<file path="config.mk">
export PLATFORM = sky130hd
export DESIGN_NAME = spi_slave
export DESIGN_NICKNAME = d
export VERILOG_FILES = /design/src/hdl/spi_core_pkg.sv /design/src/hdl/spi_bus_pkg.sv /design/src/hdl/spi_slave.sv /design/src/hdl/spi_slave_regs.sv /design/src/hdl/spi_slave_ctrl.sv /design/src/hdl/spi_slave_io.sv
export VERILOG_INCLUDE_DIRS = /design/src /design/src/hdl
export SDC_FILE = /design/constraint.sdc
export NUM_CORES = 1
export LEC_CHECK = 0
export BUFFER_PORTS_ARGS = -buffer_cell sky130_fd_sc_hd__buf_2
export CELL_PAD_IN_SITES_DETAIL_PLACEMENT = 2
export CELL_PAD_IN_SITES_GLOBAL_PLACEMENT = 2
export CORE_MARGIN = 4
export CORE_UTILIZATION = 25
export CTS_BUF_LIST = sky130_fd_sc_hd__clkbuf_8 sky130_fd_sc_hd__clkbuf_16
export DETAILED_ROUTE_END_ITERATION = 12
export PLACE_DENSITY_LB_ADDON = 0.25
export SLEW_MARGIN = 20
export SYNTH_ARGS = -nofsm -noshare
export SYNTH_HDL_FRONTEND = slang
export SYNTH_SLANG_ARGS = --single-unit
</file>
<file path="constraint.sdc">
create_clock -name spi_clk -period 2.7 [get_ports spi_clk]
set_clock_uncertainty 0.1 [all_clocks]
set_input_delay 0.405 -clock spi_clk [delete_from_list [all_inputs] [get_ports spi_clk]]
set_output_delay 0.405 -clock spi_clk [all_outputs]
set_load 0.02 [all_outputs]
</file>
<file path="src/hdl/spi_slave_macros.svh">
// spi slave register map addresses, register count and field widths
`ifndef SPI_SLAVE_MACROS_SVH
`define SPI_SLAVE_MACROS_SVH

//##########################################################################
// register space
//##########################################################################

// 64 byte wide registers behind the port
`define SPI_NREGS 64
`define SPI_AW 6

// fixed control registers
`define SPI_CONFIG 0
`define SPI_STATUS 1
`define SPI_CMD 2
`define SPI_PSIZE 3

// core writeback window and user space
`define SPI_CORE_BASE 8
`define SPI_USER_BASE 16

// packet width in bytes seen by the core
`define SPI_PSIZE_RESET 104

// core side address width
`define CORE_AW 32

// config bit positions
`define CONFIG_USER_EN 0
`define CONFIG_SPI_DIS 1

`endif
</file>
<file path="src/hdl/spi_core_pkg.sv">
// types for the core writeback port of the spi slave
`include "spi_slave_macros.svh"

package spi_core_pkg;

   //##########################################################################
   // core writeback packet
   //##########################################################################

   // only write, source address and data are kept
   // the rest of the mesh packet is not carried here
   typedef struct packed
   {
      // packet is a write, otherwise ignored
      logic                   write;
      // lands in registers 12 to 15
      logic [`CORE_AW-1:0]    srcaddr;
      // lands in registers 8 to 11
      logic [`CORE_AW-1:0]    data;
   } core_pkt_t;

   // register file keeps srcaddr above data
   // so data sits at the lowest core register
   // 65 bits in all

   // usage
   // core_access is a single cycle strobe
   // core_packet only looked at while it is high
   // no acknowledge goes back to the core

endpackage

</file>
<file path="src/hdl/spi_bus_pkg.sv">
// types for the spi side of the slave, frame header and register requests
`include "spi_slave_macros.svh"

package spi_bus_pkg;

   //##########################################################################
   // frame header
   //##########################################################################

   // first byte of every frame
   // rd set means the master reads from addr onward
   typedef struct packed
   {
      logic                   rd;
      logic                   spare;
      logic [`SPI_AW-1:0]     addr;
   } spi_hdr_t;

   //##########################################################################
   // register file requests
   //##########################################################################

   // one byte write, applied on the next clock
   typedef struct packed
   {
      logic                   valid;
      logic [`SPI_AW-1:0]     addr;
      logic [7:0]             data;
   } reg_wr_t;

   // read strobe, data comes back in the same cycle
   typedef struct packed
   {
      logic                   valid;
      logic [`SPI_AW-1:0]     addr;
   } reg_rd_t;

endpackage

</file>
<file path="src/hdl/spi_slave.sv">
// spi slave top, pin interface, frame control and register file
`timescale 1ns/1ns
`include "spi_slave_macros.svh"

module spi_slave
(
   input  logic                      spi_clk,
   input  logic                      nreset,
   input  logic                      sck,
   input  logic                      ss,
   input  logic                      mosi,
   output logic                      miso,
   input  logic                      core_access,
   input  spi_core_pkg::core_pkt_t   core_packet,
   output logic [`SPI_NREGS*8-1:0]   spi_regs
);

   logic                    frame_start;
   logic                    byte_done;
   logic [7:0]              rx_byte;
   logic                    tx_load;
   logic [7:0]              rd_data;
   spi_bus_pkg::reg_wr_t    reg_wr;
   spi_bus_pkg::reg_rd_t    reg_rd;

   //##########################################################################
   // io to ctrl to regs, read data back to io
   //##########################################################################

   spi_slave_io u_io
   (
      .spi_clk     (spi_clk),
      .nreset      (nreset),
      .sck         (sck),
      .ss          (ss),
      .mosi        (mosi),
      .miso        (miso),
      .frame_start (frame_start),
      .byte_done   (byte_done),
      .rx_byte     (rx_byte),
      .tx_load     (tx_load),
      .tx_byte     (rd_data)
   );

   spi_slave_ctrl u_ctrl
   (
      .spi_clk     (spi_clk),
      .nreset      (nreset),
      .frame_start (frame_start),
      .byte_done   (byte_done),
      .rx_byte     (rx_byte),
      .tx_load     (tx_load),
      .reg_wr      (reg_wr),
      .reg_rd      (reg_rd)
   );

   spi_slave_regs u_regs
   (
      .spi_clk     (spi_clk),
      .nreset      (nreset),
      .reg_wr      (reg_wr),
      .reg_rd      (reg_rd),
      .core_access (core_access),
      .core_packet (core_packet),
      .rd_data     (rd_data),
      .spi_regs    (spi_regs)
   );

endmodule

</file>
<file path="src/hdl/spi_slave_regs.sv">
// spi slave register file with control, core data and user space
`timescale 1ns/1ns
`include "spi_slave_macros.svh"

module spi_slave_regs
(
   input  logic                         spi_clk,
   input  logic                         nreset,
   input  spi_bus_pkg::reg_wr_t         reg_wr,
   input  spi_bus_pkg::reg_rd_t         reg_rd,
   input  logic                         core_access,
   input  spi_core_pkg::core_pkt_t      core_packet,
   output logic [7:0]                   rd_data,
   output logic [`SPI_NREGS*8-1:0]      spi_regs
);

   localparam int NUSER = `SPI_NREGS - `SPI_USER_BASE;

   logic [7:0]              spi_config;
   logic [7:0]              spi_status;
   logic [7:0]              spi_cmd;
   logic [7:0]              spi_psize;
   logic [2*`CORE_AW-1:0]   core_regs;
   logic [7:0]              user_mem [NUSER];
   logic                    spi_dis;
   logic                    wr_ok;
   logic                    wr_config;
   logic                    wr_cmd;
   logic                    wr_psize;
   logic                    wr_user;
   logic                    core_wr;
   logic                    rd_status;
   logic [`SPI_AW-1:0]      user_wr_idx;
   logic [`SPI_AW-1:0]      user_rd_idx;
   logic [2:0]              core_rd_idx;

   //##########################################################################
   // decode
   //##########################################################################

   // config stays writable so the port can be turned back on
   assign spi_dis     = spi_config[`CONFIG_SPI_DIS];
   assign wr_ok       = reg_wr.valid & ~spi_dis;
   assign wr_config   = reg_wr.valid & (reg_wr.addr == `SPI_CONFIG);
   assign wr_cmd      = wr_ok & (reg_wr.addr == `SPI_CMD);
   assign wr_psize    = wr_ok & (reg_wr.addr == `SPI_PSIZE);
   assign wr_user     = wr_ok & (reg_wr.addr >= `SPI_USER_BASE);
   assign core_wr     = core_access & core_packet.write;
   assign rd_status   = reg_rd.valid & (reg_rd.addr == `SPI_STATUS);
   assign user_wr_idx = reg_wr.addr - `SPI_USER_BASE;
   assign user_rd_idx = reg_rd.addr - `SPI_USER_BASE;
   assign core_rd_idx = 3'(reg_rd.addr - `SPI_CORE_BASE);

   //##########################################################################
   // control registers
   //##########################################################################

   // status set by core wins over a clearing read
   always_ff @(posedge spi_clk or negedge nreset)
      if (!nreset)
      begin
         spi_config <= 8'h00;
         spi_status <= 8'h00;
         spi_cmd    <= 8'h00;
         spi_psize  <= 8'(`SPI_PSIZE_RESET);
         core_regs  <= '0;
      end
      else
      begin
         if (wr_config)
            spi_config <= reg_wr.data;
         if (wr_cmd)
            spi_cmd <= reg_wr.data;
         if (wr_psize)
            spi_psize <= reg_wr.data;
         if (core_wr)
            spi_status <= 8'h01;
         else if (rd_status)
            spi_status <= 8'h00;
         // data in the low half
         if (core_wr)
            core_regs <= {core_packet.srcaddr, core_packet.data};
      end

   // user bytes
   always_ff @(posedge spi_clk)
      if (wr_user)
         user_mem[user_wr_idx] <= reg_wr.data;

   //##########################################################################
   // readback
   //##########################################################################

   // reserved reads zero, user space only when enabled
   always_comb
   begin
      rd_data = 8'h00;
      if (reg_rd.addr >= `SPI_USER_BASE)
      begin
         if (spi_config[`CONFIG_USER_EN])
            rd_data = user_mem[user_rd_idx];
      end
      else if (reg_rd.addr >= `SPI_CORE_BASE)
         rd_data = core_regs[core_rd_idx*8 +: 8];
      else
         case (reg_rd.addr)
            `SPI_CONFIG: rd_data = spi_config;
            `SPI_STATUS: rd_data = spi_status;
            `SPI_CMD:    rd_data = spi_cmd;
            `SPI_PSIZE:  rd_data = spi_psize;
            default:     rd_data = 8'h00;
         endcase
   end

   // register n at bits 8n+7 down to 8n, user bytes always visible
   always_comb
   begin
      spi_regs = '0;
      spi_regs[`SPI_CONFIG*8 +: 8]              = spi_config;
      spi_regs[`SPI_STATUS*8 +: 8]              = spi_status;
      spi_regs[`SPI_CMD*8 +: 8]                 = spi_cmd;
      spi_regs[`SPI_PSIZE*8 +: 8]               = spi_psize;
      spi_regs[`SPI_CORE_BASE*8 +: 2*`CORE_AW]  = core_regs;
      for (int i = 0; i < NUSER; i++)
         spi_regs[(`SPI_USER_BASE+i)*8 +: 8] = user_mem[i];
   end

endmodule

</file>
<file path="src/hdl/spi_slave_ctrl.sv">
// spi slave frame control, header decode and auto incrementing address
`timescale 1ns/1ns
`include "spi_slave_macros.svh"

module spi_slave_ctrl
(
   input  logic                   spi_clk,
   input  logic                   nreset,
   input  logic                   frame_start,
   input  logic                   byte_done,
   input  logic [7:0]             rx_byte,
   output logic                   tx_load,
   output spi_bus_pkg::reg_wr_t   reg_wr,
   output spi_bus_pkg::reg_rd_t   reg_rd
);

   typedef enum logic [1:0]
   {
      st_idle,
      st_hdr,
      st_data
   } state_t;

   state_t                  state;
   spi_bus_pkg::spi_hdr_t   hdr_in;
   logic                    rd_frame;
   logic [`SPI_AW-1:0]      addr;
   logic [`SPI_AW-1:0]      addr_inc;

   // header view of the received byte
   assign hdr_in   = rx_byte;

   // wraps from 63 back to 0
   assign addr_inc = addr + 1'b1;

   //##########################################################################
   // frame state machine
   //##########################################################################

   // frame_start always restarts at the header
   // read frames fetch ahead one byte, tx_load follows each reg_rd
   always_ff @(posedge spi_clk or negedge nreset)
      if (!nreset)
      begin
         state    <= st_idle;
         rd_frame <= 1'b0;
         addr     <= '0;
         reg_wr   <= '0;
         reg_rd   <= '0;
         tx_load  <= 1'b0;
      end
      else
      begin
         // strobes are single cycle
         reg_wr.valid <= 1'b0;
         reg_rd.valid <= 1'b0;
         tx_load      <= reg_rd.valid;
         if (frame_start)
            state <= st_hdr;
         else if (byte_done)
            case (state)
               st_hdr:
               begin
                  rd_frame <= hdr_in.rd;
                  addr     <= hdr_in.addr;
                  state    <= st_data;
                  // first read byte goes out with the next byte
                  if (hdr_in.rd)
                     reg_rd <= '{valid: 1'b1, addr: hdr_in.addr};
               end
               st_data:
               begin
                  addr <= addr_inc;
                  if (rd_frame)
                     reg_rd <= '{valid: 1'b1, addr: addr_inc};
                  else
                     reg_wr <= '{valid: 1'b1, addr: addr, data: rx_byte};
               end
               // no frame open, stray bytes dropped
               default:
                  state <= st_idle;
            endcase
      end

endmodule

</file>
<file path="src/hdl/spi_slave_io.sv">
// spi slave pin interface, synchronizes pins and shifts bytes in and out
`timescale 1ns/1ns

module spi_slave_io
(
   input  logic          spi_clk,
   input  logic          nreset,
   input  logic          sck,
   input  logic          ss,
   input  logic          mosi,
   output logic          miso,
   output logic          frame_start,
   output logic          byte_done,
   output logic [7:0]    rx_byte,
   input  logic          tx_load,
   input  logic [7:0]    tx_byte
);

   // pins sampled together
   typedef struct packed
   {
      logic sck;
      logic ss;
      logic mosi;
   } pins_t;

   pins_t        pin_s1;
   pins_t        pin_s2;
   logic         sck_d;
   logic         ss_d;
   logic         sck_rise;
   logic         sck_fall;
   logic         ss_fall;
   logic [2:0]   bit_cnt;
   logic [7:0]   rx_shift;
   logic [7:0]   rx_next;
   logic [7:0]   tx_hold;
   logic [7:0]   tx_shift;

   //##########################################################################
   // synchronizer and edge detect
   //##########################################################################

   // ss idles high so no false frame start out of reset
   always_ff @(posedge spi_clk or negedge nreset)
      if (!nreset)
      begin
         pin_s1 <= '{sck: 1'b0, ss: 1'b1, mosi: 1'b0};
         pin_s2 <= '{sck: 1'b0, ss: 1'b1, mosi: 1'b0};
         sck_d  <= 1'b0;
         ss_d   <= 1'b1;
      end
      else
      begin
         pin_s1 <= '{sck: sck, ss: ss, mosi: mosi};
         pin_s2 <= pin_s1;
         sck_d  <= pin_s2.sck;
         ss_d   <= pin_s2.ss;
      end

   assign sck_rise = pin_s2.sck & ~sck_d;
   assign sck_fall = ~pin_s2.sck & sck_d;
   assign ss_fall  = ~pin_s2.ss & ss_d;

   // msb first
   assign rx_next  = {rx_shift[6:0], pin_s2.mosi};

   //##########################################################################
   // receive side
   //##########################################################################

   // ss high drops any partial byte
   always_ff @(posedge spi_clk or negedge nreset)
      if (!nreset)
      begin
         bit_cnt     <= 3'd0;
         byte_done   <= 1'b0;
         frame_start <= 1'b0;
      end
      else
      begin
         frame_start <= ss_fall;
         byte_done   <= ~pin_s2.ss & sck_rise & (bit_cnt == 3'd7);
         if (pin_s2.ss)
            bit_cnt <= 3'd0;
         else if (sck_rise)
            bit_cnt <= bit_cnt + 3'd1;
      end

   // receive shift register and completed byte
   always_ff @(posedge spi_clk)
      if (sck_rise)
      begin
         rx_shift <= rx_next;
         if (bit_cnt == 3'd7)
            rx_byte <= rx_next;
      end

   //##########################################################################
   // transmit side
   //##########################################################################

   // read data follows reg_rd by one cycle, tx_load by one more
   always_ff @(posedge spi_clk)
      tx_hold <= tx_byte;

   // miso moves on falling sck only, master samples on rising
   always_ff @(posedge spi_clk or negedge nreset)
      if (!nreset)
      begin
         tx_shift <= 8'h00;
         miso     <= 1'b0;
      end
      else if (pin_s2.ss)
      begin
         tx_shift <= 8'h00;
         miso     <= 1'b0;
      end
      else
      begin
         if (sck_fall)
            miso <= tx_shift[7];
         if (tx_load)
            tx_shift <= tx_hold;
         else if (sck_fall)
            tx_shift <= {tx_shift[6:0], 1'b0};
      end

endmodule

</file>
==> impl_metrics.tcl, run 1 <==
set metrics [dict create \
    synth.distinct_cells 57 \
    clk_pin_slew_worst_paths_ns 0.06 \
    syn_inst 1490 \
    placementRows 120 \
    path_cells "buf_12 > buf_12 > mux4_2 > nand2_1 > a21oi_1 > o311ai_2 > buf_4 > nand3_1" \
    synth_most_common_cell "edfxtp_1" \
    p_sw_frac 0.224 \
    cts-root-buf "clkbuf_16" \
    seq_power_share 0.492 \
    hold_viol 0 \
    synthArstFlopShare 0.211 \
    areaGrowthSynthToFinish_pct 33.7 \
    drive_gt1_frac 0.442 \
    hold_class "in -> async" \
    die_x_um 338 \
    yosys.area.top_type "edfxtp_1" \
    initialDrtViolationCount 1353 \
    die-area_sq_um 114000 \
    yosys-top-cells-area "edfxtp_1 58%, dfrtp_1 13%, mux4_2 11%, mux2_2 4.6%, mux2i_1 1.9%" \
    synth.avg_cell_area_sq_um 18.3 \
    num_vias 17723 \
    cp.required_ns 3.12 \
    yosys_warnings 0 \
    worst_setup_path_end_kind "register" \
    rsz0062_at_grt "no" \
    grt_pass1_wl_um 153000 \
    p_sw_mw 5.25 \
    period_share 0.970 \
    crit_path_start_kind "register" \
    io_pins 584 \
    cts_buffers 79 \
    worst_pin_slew_ns 0.929 \
    wl_per_cell_um 29.2 \
    htreeDepth 3 \
    holdWs_ns 0.172 \
    vias_per_cell 4.62 \
    power_density_nw_per_um2 644 \
    finalMaxSlewViolations 0 \
    place_ws_ns -0.275 \
    ctsLongestPathBuffers 3 \
    yosys-top-cells-count "527 x edfxtp_1, 137 x dfrtp_1, 135 x mux4_2" \
    arrival_ns 3.04 \
    drcViolationCount 0 \
    finalCriticalPeriod_ns 2.62 \
    crit_buf_inv 3 \
    syn_area_sq_um 27200 \
    fmax_mhz 382 \
    intPower_mw 18.2 \
    io_buffer_count 544 \
    overflow 0 \
    max_stage_delay_ns 0.52 \
    synth-seq-cells 678 \
    grt_max_degree 69 \
    gp_congestion 0.813 \
    setup.worst_path.class "reg -> reg" \
    clkSinkCount 678 \
    routed_wl_um 112000 \
    cts_tree "done" \
    clock_latency_ns 0.65 \
    grt_pass1_vias 19255 \
    synth_top_cell_area_share 0.581 \
    vdd_drop_max_mv 0.446 \
    setup_viol 0 \
    status "completed" \
    final_nets 2449 \
    antenna_found_initial 5 \
    cp_max_fo 24 \
    p_clk_frac 0.466 \
    fin_ws_ns 0.0816 \
    synthFlopType "edfxtp_1" \
    synth-edff-count 527 \
    crit_family "compound AO/OA/AOI/OAI gates" \
    final_antenna_net_count 0 \
    cpMaxStageDelayCell "mux4_2" \
    core_sq_um 108000 \
    drv_cap 0 \
    yosysSeqAreaShare 0.718 \
    dp_hpwl_um 82600 \
    fill_cells 10954 \
    dieHeight_um 338 \
    cp_common_cell "buf_12" \
    setup-tns-final_ns 0 \
    track_usage 0.190 \
    start_util 0.253 \
    leakage_nw 12.3 \
    dr.pass1.iters 5 \
    combPwrFrac 0.041 \
    slew_headroom 0.381 \
]
state kept, by name (all words and copies together), names as in the netlist, 6 cells and up:
register / flops
u_io.tx_shift: 8
u_regs.spi_psize: 8
u_regs.user_mem: 512
u_io.rx_shift: 7
u_ctrl.reg_wr: 15
u_io.rx_byte: 8
u_regs.spi_cmd: 8
u_ctrl.addr: 6
u_ctrl.reg_rd: 7
u_io.tx_hold: 8
u_regs.spi_config: 8
u_regs.core_regs: 64
stage by stage:
stage / power [mW] / instance area (sq um) / cells / util
5_1_grt: 24.3 / 36400 / 3838 / 0.338
2_1_floorplan: 12.2 / 27900 / 1656 / -
3_5_place_dp: 12.6 / 33100 / 3624 / 0.307
6_report: 23.4 / 36400 / 3839 / 0.338
3_3_place_gp: 12.6 / 33100 / 3624 / 0.307
4_1_cts: 23.8 / 36400 / 3838 / 0.338
placed cells by master, fill, tap and decap left out, types with 8 or more instances in the layout:
cell,synthesis,final
buf_2,31,543
edfxtp_1,527,527
conb_1,1,167
mux4_2,135,135
dfrtp_1,137,124
buf_4,42,120
mux2_2,111,111
nor2_1,82,81
clkbuf_16,0,81
dlygate4sd3_1,0,68
mux2i_1,52,51
nand2_1,50,49
nand3_1,34,34
nor2b_1,27,27
a21oi_1,27,27
inv_1,6,23
o21ai_0,23,23
buf_12,0,22
clkinv_1,1,16
o22ai_1,13,13
a211oi_1,12,12
nand2b_1,11,11
o221ai_1,9,9
and3_1,8,8
bufinv_16,0,8
dfrtp_2,0,8
dfxtp_1,8,8
routing by layer:
metal	up-vias	GRT usage	routed length, um
li1	7458	-	-
met2	647	0.332	56400
met1	9525	0.249	47400
met3	93	0.0328	6620
met5	-	0	0
met4	0	0.0391	1720
cell families after synthesis:
logic type / Yosys count / share of synthesized area
compound gates: 124 / 0.0307
flops: 678 / 0.718
other cells: 1 / 0.000138
buf+inv: 127 / 0.0250
simple gates: 250 / 0.0443
fa+ha+maj: 7 / 0.00322
mux: 298 / 0.177
xor+xnor: 5 / 0.00161
power groups by stage:
stage | Clock, mW | Combinational (mW) | Sequential, mW
floorplan | 0 | 0.374 | 11.9
global placement | 0 | 0.875 | 11.7
detailed placement | 0 | 0.890 | 11.8
CTS | 11.2 | 0.973 | 11.5
global route | 11.7 | 1.04 | 11.6
finish | 10.9 | 0.971 | 11.5
worst paths after layout:
| path | startpoint | to | depth (start not counted) | slack (ns) |
|---|---|---|---|---|
| setup / recovery | u_ctrl.reg_rd[1] | u_io.tx_hold[1] | 8 | 0.08 |
| hold / removal | nreset | u_io.pin_s1[0] | 2 | 0.17 |
| setup reg to reg | u_ctrl.reg_rd[1] | u_io.tx_hold[1] | 8 | 0.08 |
| hold reg to reg | u_io.pin_s1[2] | u_io.pin_s2[2] | 0 | 0.25 |
| max in group asynchronous | nreset | u_regs.core_regs[44] | 3 | 1.48 |
| min in group spi_clk | core_packet[64] | u_regs.spi_status[0] | 4 | 0.19 |
worst reg2reg max path: stages (launching register included):
cell,delay [ns]
dfrtp_4,0.45
buf_12,0.18
buf_12,0.23
mux4_2,0.55
nand2_1,0.08
a21oi_1,0.11
o311ai_2,0.52
buf_4,0.21
nand3_1,0.07
area by class of cell:
class                           instances  area (sq um)  area share
Inverter                                7          26.3    0.000721
Multi-Input combinational cell        851          7650       0.210
Clock inverter                         58           528      0.0145
Clock buffer                           87          2110      0.0579
Antenna cell                            1          2.50   0.0000687
Sequential cell                       678         19600       0.538
Timing Repair Buffer                  754          4750       0.130
Tap cell                             1403          1760      0.0482
timing repair:
item,CTS,global route
hold endpoints to repair,108,0
hold buffers,68,0
gates resized for setup,3,2
endpoints found under the setup margin,3,2
setup buffers,1,0
pin swaps,0,0
No activity file was read; power rests on OpenSTA's default activity.
==> run 2, diff against run 1 <==
--- a/config.mk
+++ b/config.mk
@@ -9,9 +9,10 @@
 export BUFFER_PORTS_ARGS = -buffer_cell sky130_fd_sc_hd__buf_2
 export CELL_PAD_IN_SITES_DETAIL_PLACEMENT = 2
 export CELL_PAD_IN_SITES_GLOBAL_PLACEMENT = 2
-export CORE_MARGIN = 4
+export CORE_MARGIN = 8
 export CORE_UTILIZATION = 25
 export CTS_BUF_LIST = sky130_fd_sc_hd__clkbuf_8 sky130_fd_sc_hd__clkbuf_16
+export CTS_CLUSTER_DIAMETER = 200
 export DETAILED_ROUTE_END_ITERATION = 12
 export PLACE_DENSITY_LB_ADDON = 0.25
 export SLEW_MARGIN = 20
==> impl_metrics.tcl, run 2 (synthesis gave the netlist of run 1 again) <==
set metrics [dict create \
    die_x_um 346 \
    antenna_found_initial 3 \
    reg_top3 "u_regs.user_mem: 512 flops, u_regs.core_regs: 64 flops, u_ctrl.reg_wr: 15 flops" \
    clk_pin_slew_worst_paths_ns 0.06 \
    final_common_cell "buf_2" \
    combPwrFrac 0.042 \
    worst_setup_path_end_kind "register" \
    stdcell_count 3855 \
    dieHeight_um 346 \
    worst_pin_slew_ns 0.995 \
    grt_pass1_vias 19986 \
    final_antenna_net_count 0 \
    placed_area_sq_um 33100 \
    finalMaxSlewViolations 0 \
    cp.required_ns 3.13 \
    hold_class "in -> async" \
    clkSinkCount 678 \
    hold_viol 0 \
    drv_cap 0 \
    drcViolationCount 0 \
    die-area_sq_um 120000 \
    largest_register_ffs 512 \
    dr.pass1.iters 8 \
    setup_viol 0 \
    fin_ws_ns 0.103 \
    arrival_ns 3.03 \
    placementRows 121 \
    finalCriticalPeriod_ns 2.60 \
    areaGrowthSynthToFinish_pct 33.5 \
    overflow 0 \
    gp_congestion 0.817 \
    p_clk_frac 0.459 \
    status "completed" \
    seq_power_share 0.499 \
    initialDrtViolationCount 1236 \
    setup-tns-final_ns 0 \
    io_pins 584 \
    wl_per_cell_um 30.0 \
    power_density_nw_per_um2 636 \
    fmax_mhz 385 \
    power.total_mw 23.1 \
    cts-root-buf "clkbuf_16" \
    num_vias 17834 \
    cts_tree "done" \
    final_nets 2452 \
    grt_max_degree 69 \
    p_sw_mw 5.36 \
    routed_wl_um 116000 \
    htreeDepth 3 \
    clock_latency_ns 0.66 \
    final_cell_mix "543 x buf_2, 527 x edfxtp_1, 167 x conb_1" \
    cts_buffers 81 \
    start_util 0.251 \
    track_usage 0.187 \
    slew_headroom 0.319 \
    rsz0062_at_grt "no" \
    p_sw_frac 0.232 \
    vias_per_cell 4.63 \
    top_register "u_regs.user_mem" \
    postLayoutCellArea_sq_um 36400 \
    leakage_nw 12.3 \
    drive_gt1_frac 0.444 \
    cp_max_fo 25 \
    ctsLongestPathBuffers 3 \
    dp.cells 3633 \
    grt_pass1_wl_um 160000 \
    core_sq_um 108000 \
    vdd_drop_max_mv 0.374 \
    io_buffer_count 544 \
    period_share 0.962 \
    intPower_mw 17.8 \
    crit_path_start_kind "register" \
    setup.worst_path.class "reg -> reg" \
    place_ws_ns -0.348 \
    dp_hpwl_um 84900 \
]
-- run 2: timing repair --
| item | 4_1_cts | 5_1_grt |
|---|---|---|
| hold endpoints to repair | 118 | 0 |
| gates resized for setup | 4 | 4 |
| buffers inserted | 1 | 3 |
| hold buffers | 68 | 0 |
| setup endpoints to repair | 5 | 9 |
-- run 2: power groups by stage --
stage,clock (mW),combinational [mW],sequential (mW)
floorplan,0,0.374,11.9
global placement,0,0.879,11.7
detailed placement,0,0.890,11.8
CTS,11.0,0.979,11.6
global route,11.3,1.05,11.6
finish,10.6,0.981,11.6
-- run 2: cell type report --
class	count	area, sq um
diodes	1	2.50
repair buffers	755	4770
fillers	11051	72000
inverters	7	26.3
well taps	1414	1770
multi-input cells	851	7650
clock buffers	88	2120
clock inverters	61	439
flip-flops and latches	678	19600
-- run 2: worst max-delay path, cell delays in order, from the launching register on --
cell     delay, ns
dfrtp_4       0.52
buf_12        0.24
buf_4         0.22
mux4_2        0.53
mux2i_2       0.25
buf_4         0.17
a21oi_1       0.15
nand4_1       0.18
nand3_1       0.08
-- run 2: layer usage --
metal  vias to the layer above  track usage  wire length, um
met5                         -            0                0
met4                         0       0.0575             3440
met3                       140       0.0528             8600
met2                       703        0.314            55900
met1                      9509        0.233            47700
li1                       7482            -                -
-- run 2: through the flow --
stage / hold WS (ns) / utilization
CTS: 0.141 / 0.335
floorplan: 0.00941 / -
detailed placement: 0.249 / 0.305
global placement: 0.234 / 0.305
finish: 0.190 / 0.336
global route: 0.205 / 0.336
-- run 2: final timing paths --
path,startpoint,end,slack (ns),cells past startpoint
min in group spi_clk,core_access,u_regs.spi_status[0],0.20,4
worst min register to register,u_io.pin_s1[2],u_io.pin_s2[2],0.26,0
max in group asynchronous,nreset,u_regs.spi_psize[5],1.56,3
worst max-delay path,u_ctrl.reg_rd[1],u_io.tx_hold[7],0.10,8
worst min-delay path,nreset,u_io.pin_s1[0],0.19,2
worst max register to register,u_ctrl.reg_rd[1],u_io.tx_hold[7],0.10,8
==> run 3, diff against run 2 <==
==> constraint.sdc (replaced) <==
create_clock -name spi_clk -period 3.1 [get_ports spi_clk]
set_clock_uncertainty 0.1 [all_clocks]
set_input_delay 0.465 -clock spi_clk [delete_from_list [all_inputs] [get_ports spi_clk]]
set_output_delay 0.465 -clock spi_clk [all_outputs]
set_load 0.02 [all_outputs]
==> impl_metrics.tcl, run 3 (synthesis gave the netlist of run 1 again) <==
set metrics [dict create \
    status "completed" \
    cp.required_ns 3.47 \
    grt_pass1_wl_um 161000 \
    finalCriticalPeriod_ns 2.95 \
    dr.pass1.iters 5 \
    stdcell_count 3842 \
    final_cell_mix "543 x buf_2, 527 x edfxtp_1, 167 x conb_1" \
    placed_area_sq_um 32900 \
    grt_max_degree 60 \
    htreeDepth 3 \
    cts_tree "done" \
    slew_headroom 0.349 \
    final-seq-area_sq_um 19600 \
    antenna_found_initial 2 \
    rsz0062_at_grt "no" \
    cts_buffers 80 \
    start_util 0.251 \
    final_antenna_net_count 0 \
    dp_hpwl_um 86000 \
    hold_class "in -> async" \
    crit_path_start_kind "register" \
    io_buffer_count 544 \
    final_nets 2440 \
    hold_viol 0 \
    num_vias 17618 \
    top_register "u_regs.user_mem" \
    cts-root-buf "clkbuf_16" \
    power_density_nw_per_um2 564 \
    vias_per_cell 4.59 \
    routed_wl_um 116000 \
    fmax_mhz 339 \
    worst_setup_path_end_kind "register" \
    dp.cells 3625 \
    wl_per_cell_um 30.1 \
    dieHeight_um 346 \
    setup_viol 0 \
    largest_register_ffs 512 \
    setup-tns-final_ns 0 \
    fill_cells 11143 \
    clock_latency_ns 0.63 \
    final_common_cell "buf_2" \
    areaGrowthSynthToFinish_pct 33.3 \
    placementRows 121 \
    ctsLongestPathBuffers 3 \
    drcViolationCount 0 \
    worst_pin_slew_ns 0.974 \
    period_share 0.951 \
    clkSinkCount 678 \
    core_sq_um 108000 \
    die_x_um 346 \
    drv_cap 0 \
    overflow 0 \
    io_pins 584 \
    reg_top3 "u_regs.user_mem: 512 flops, u_regs.core_regs: 64 flops, u_ctrl.reg_wr: 15 flops" \
    finalMaxSlewViolations 0 \
    cp_max_fo 25 \
    leakage_nw 12.3 \
    grt_pass1_vias 19770 \
    power.total_mw 20.5 \
    initialDrtViolationCount 1142 \
    arrival_ns 3.32 \
    die-area_sq_um 120000 \
    setup.worst_path.class "reg -> reg" \
    track_usage 0.188 \
    vdd_drop_max_mv 0.328 \
    clk_pin_slew_worst_paths_ns 0.06 \
    postLayoutCellArea_sq_um 36300 \
    drive_gt1_frac 0.442 \
    gp_congestion 0.821 \
    multi_input_area_sq_um 7660 \
]
-- run 3: cell count changes in the layout (fill, tap and decap cells not counted), sizes merged --
cell and change:
inv -2, buf -11, clkinv -5, clkinvlp -1, bufinv +6
-- run 3: path summary, 6_finish.rpt --
kind                                   from               end  slack [ns]  cells past startpoint
min in group spi_clk         u_io.pin_s1[0]    u_io.pin_s2[0]        0.26                      0
min                                  nreset    u_io.pin_s2[0]        0.26                      2
max reg2reg                u_ctrl.reg_rd[1]   u_io.tx_hold[5]        0.15                      7
max in group asynchronous            nreset  u_ctrl.reg_wr[7]        1.87                      3
min reg2reg                  u_io.pin_s1[0]    u_io.pin_s2[0]        0.26                      0
max                        u_ctrl.reg_rd[1]   u_io.tx_hold[5]        0.15                      7
-- run 3: repair_timing --
| action | in CTS | in global routing |
|---|---|---|
| hold endpoints to repair | 105 | 0 |
| setup buffers | 1 | 0 |
| endpoints found under the setup margin | 2 | 3 |
| gates resized for setup | 5 | 4 |
| gates cloned | 0 | 0 |
| hold buffers | 68 | 0 |
| pin swaps | 0 | 1 |
-- run 3: per-layer routing --
layer	up-vias	global-route usage	share of wire
met5	-	0	0
met4	0	0.0618	0.032
met3	132	0.0513	0.067
met2	625	0.322	0.49
met1	9414	0.229	0.41
li1	7447	-	-
-- run 3: area by class of cell --
type / count / share of cell area
antenna: 1 / 0.0000689
multi-input combinational: 851 / 0.211
tap: 1414 / 0.0487
inverter: 7 / 0.000724
clock buffer: 88 / 0.0588
clock inverter: 59 / 0.0140
timing repair buffer: 744 / 0.127
sequential: 678 / 0.540
-- run 3: worst max-delay path, cell delays in order, from the launching register on --
cell	delay [ns]
dfrtp_4	0.65
buf_16	0.27
buf_4	0.24
mux2_2	0.40
o22ai_4	0.23
nor4_1	0.15
o31ai_2	0.55
nand3_1	0.14
-- run 3: per-stage QoR --
| stage | worst slack, ns | utilization | hold WS [ns] |
|---|---|---|---|
| floorplan | 0.362 | - | 0.0694 |
| detailed placement | -0.493 | 0.304 | 0.251 |
| finish | 0.151 | 0.335 | 0.256 |
| global route | 0.0203 | 0.335 | 0.264 |
| CTS | 0.0383 | 0.335 | 0.229 |
| global placement | -0.541 | 0.304 | 0.247 |
-- run 3: where the power goes --
part | switching (mW) | total [mW] | internal (mW) | leakage, nW
Combinational | 0.494 | 0.847 | 0.353 | 4.96
Sequential | 0.145 | 10.1 | 9.91 | 5.95
Clock | 3.89 | 9.58 | 5.68 | 1.39
Total | 4.53 | 20.5 | 15.9 | 12.3
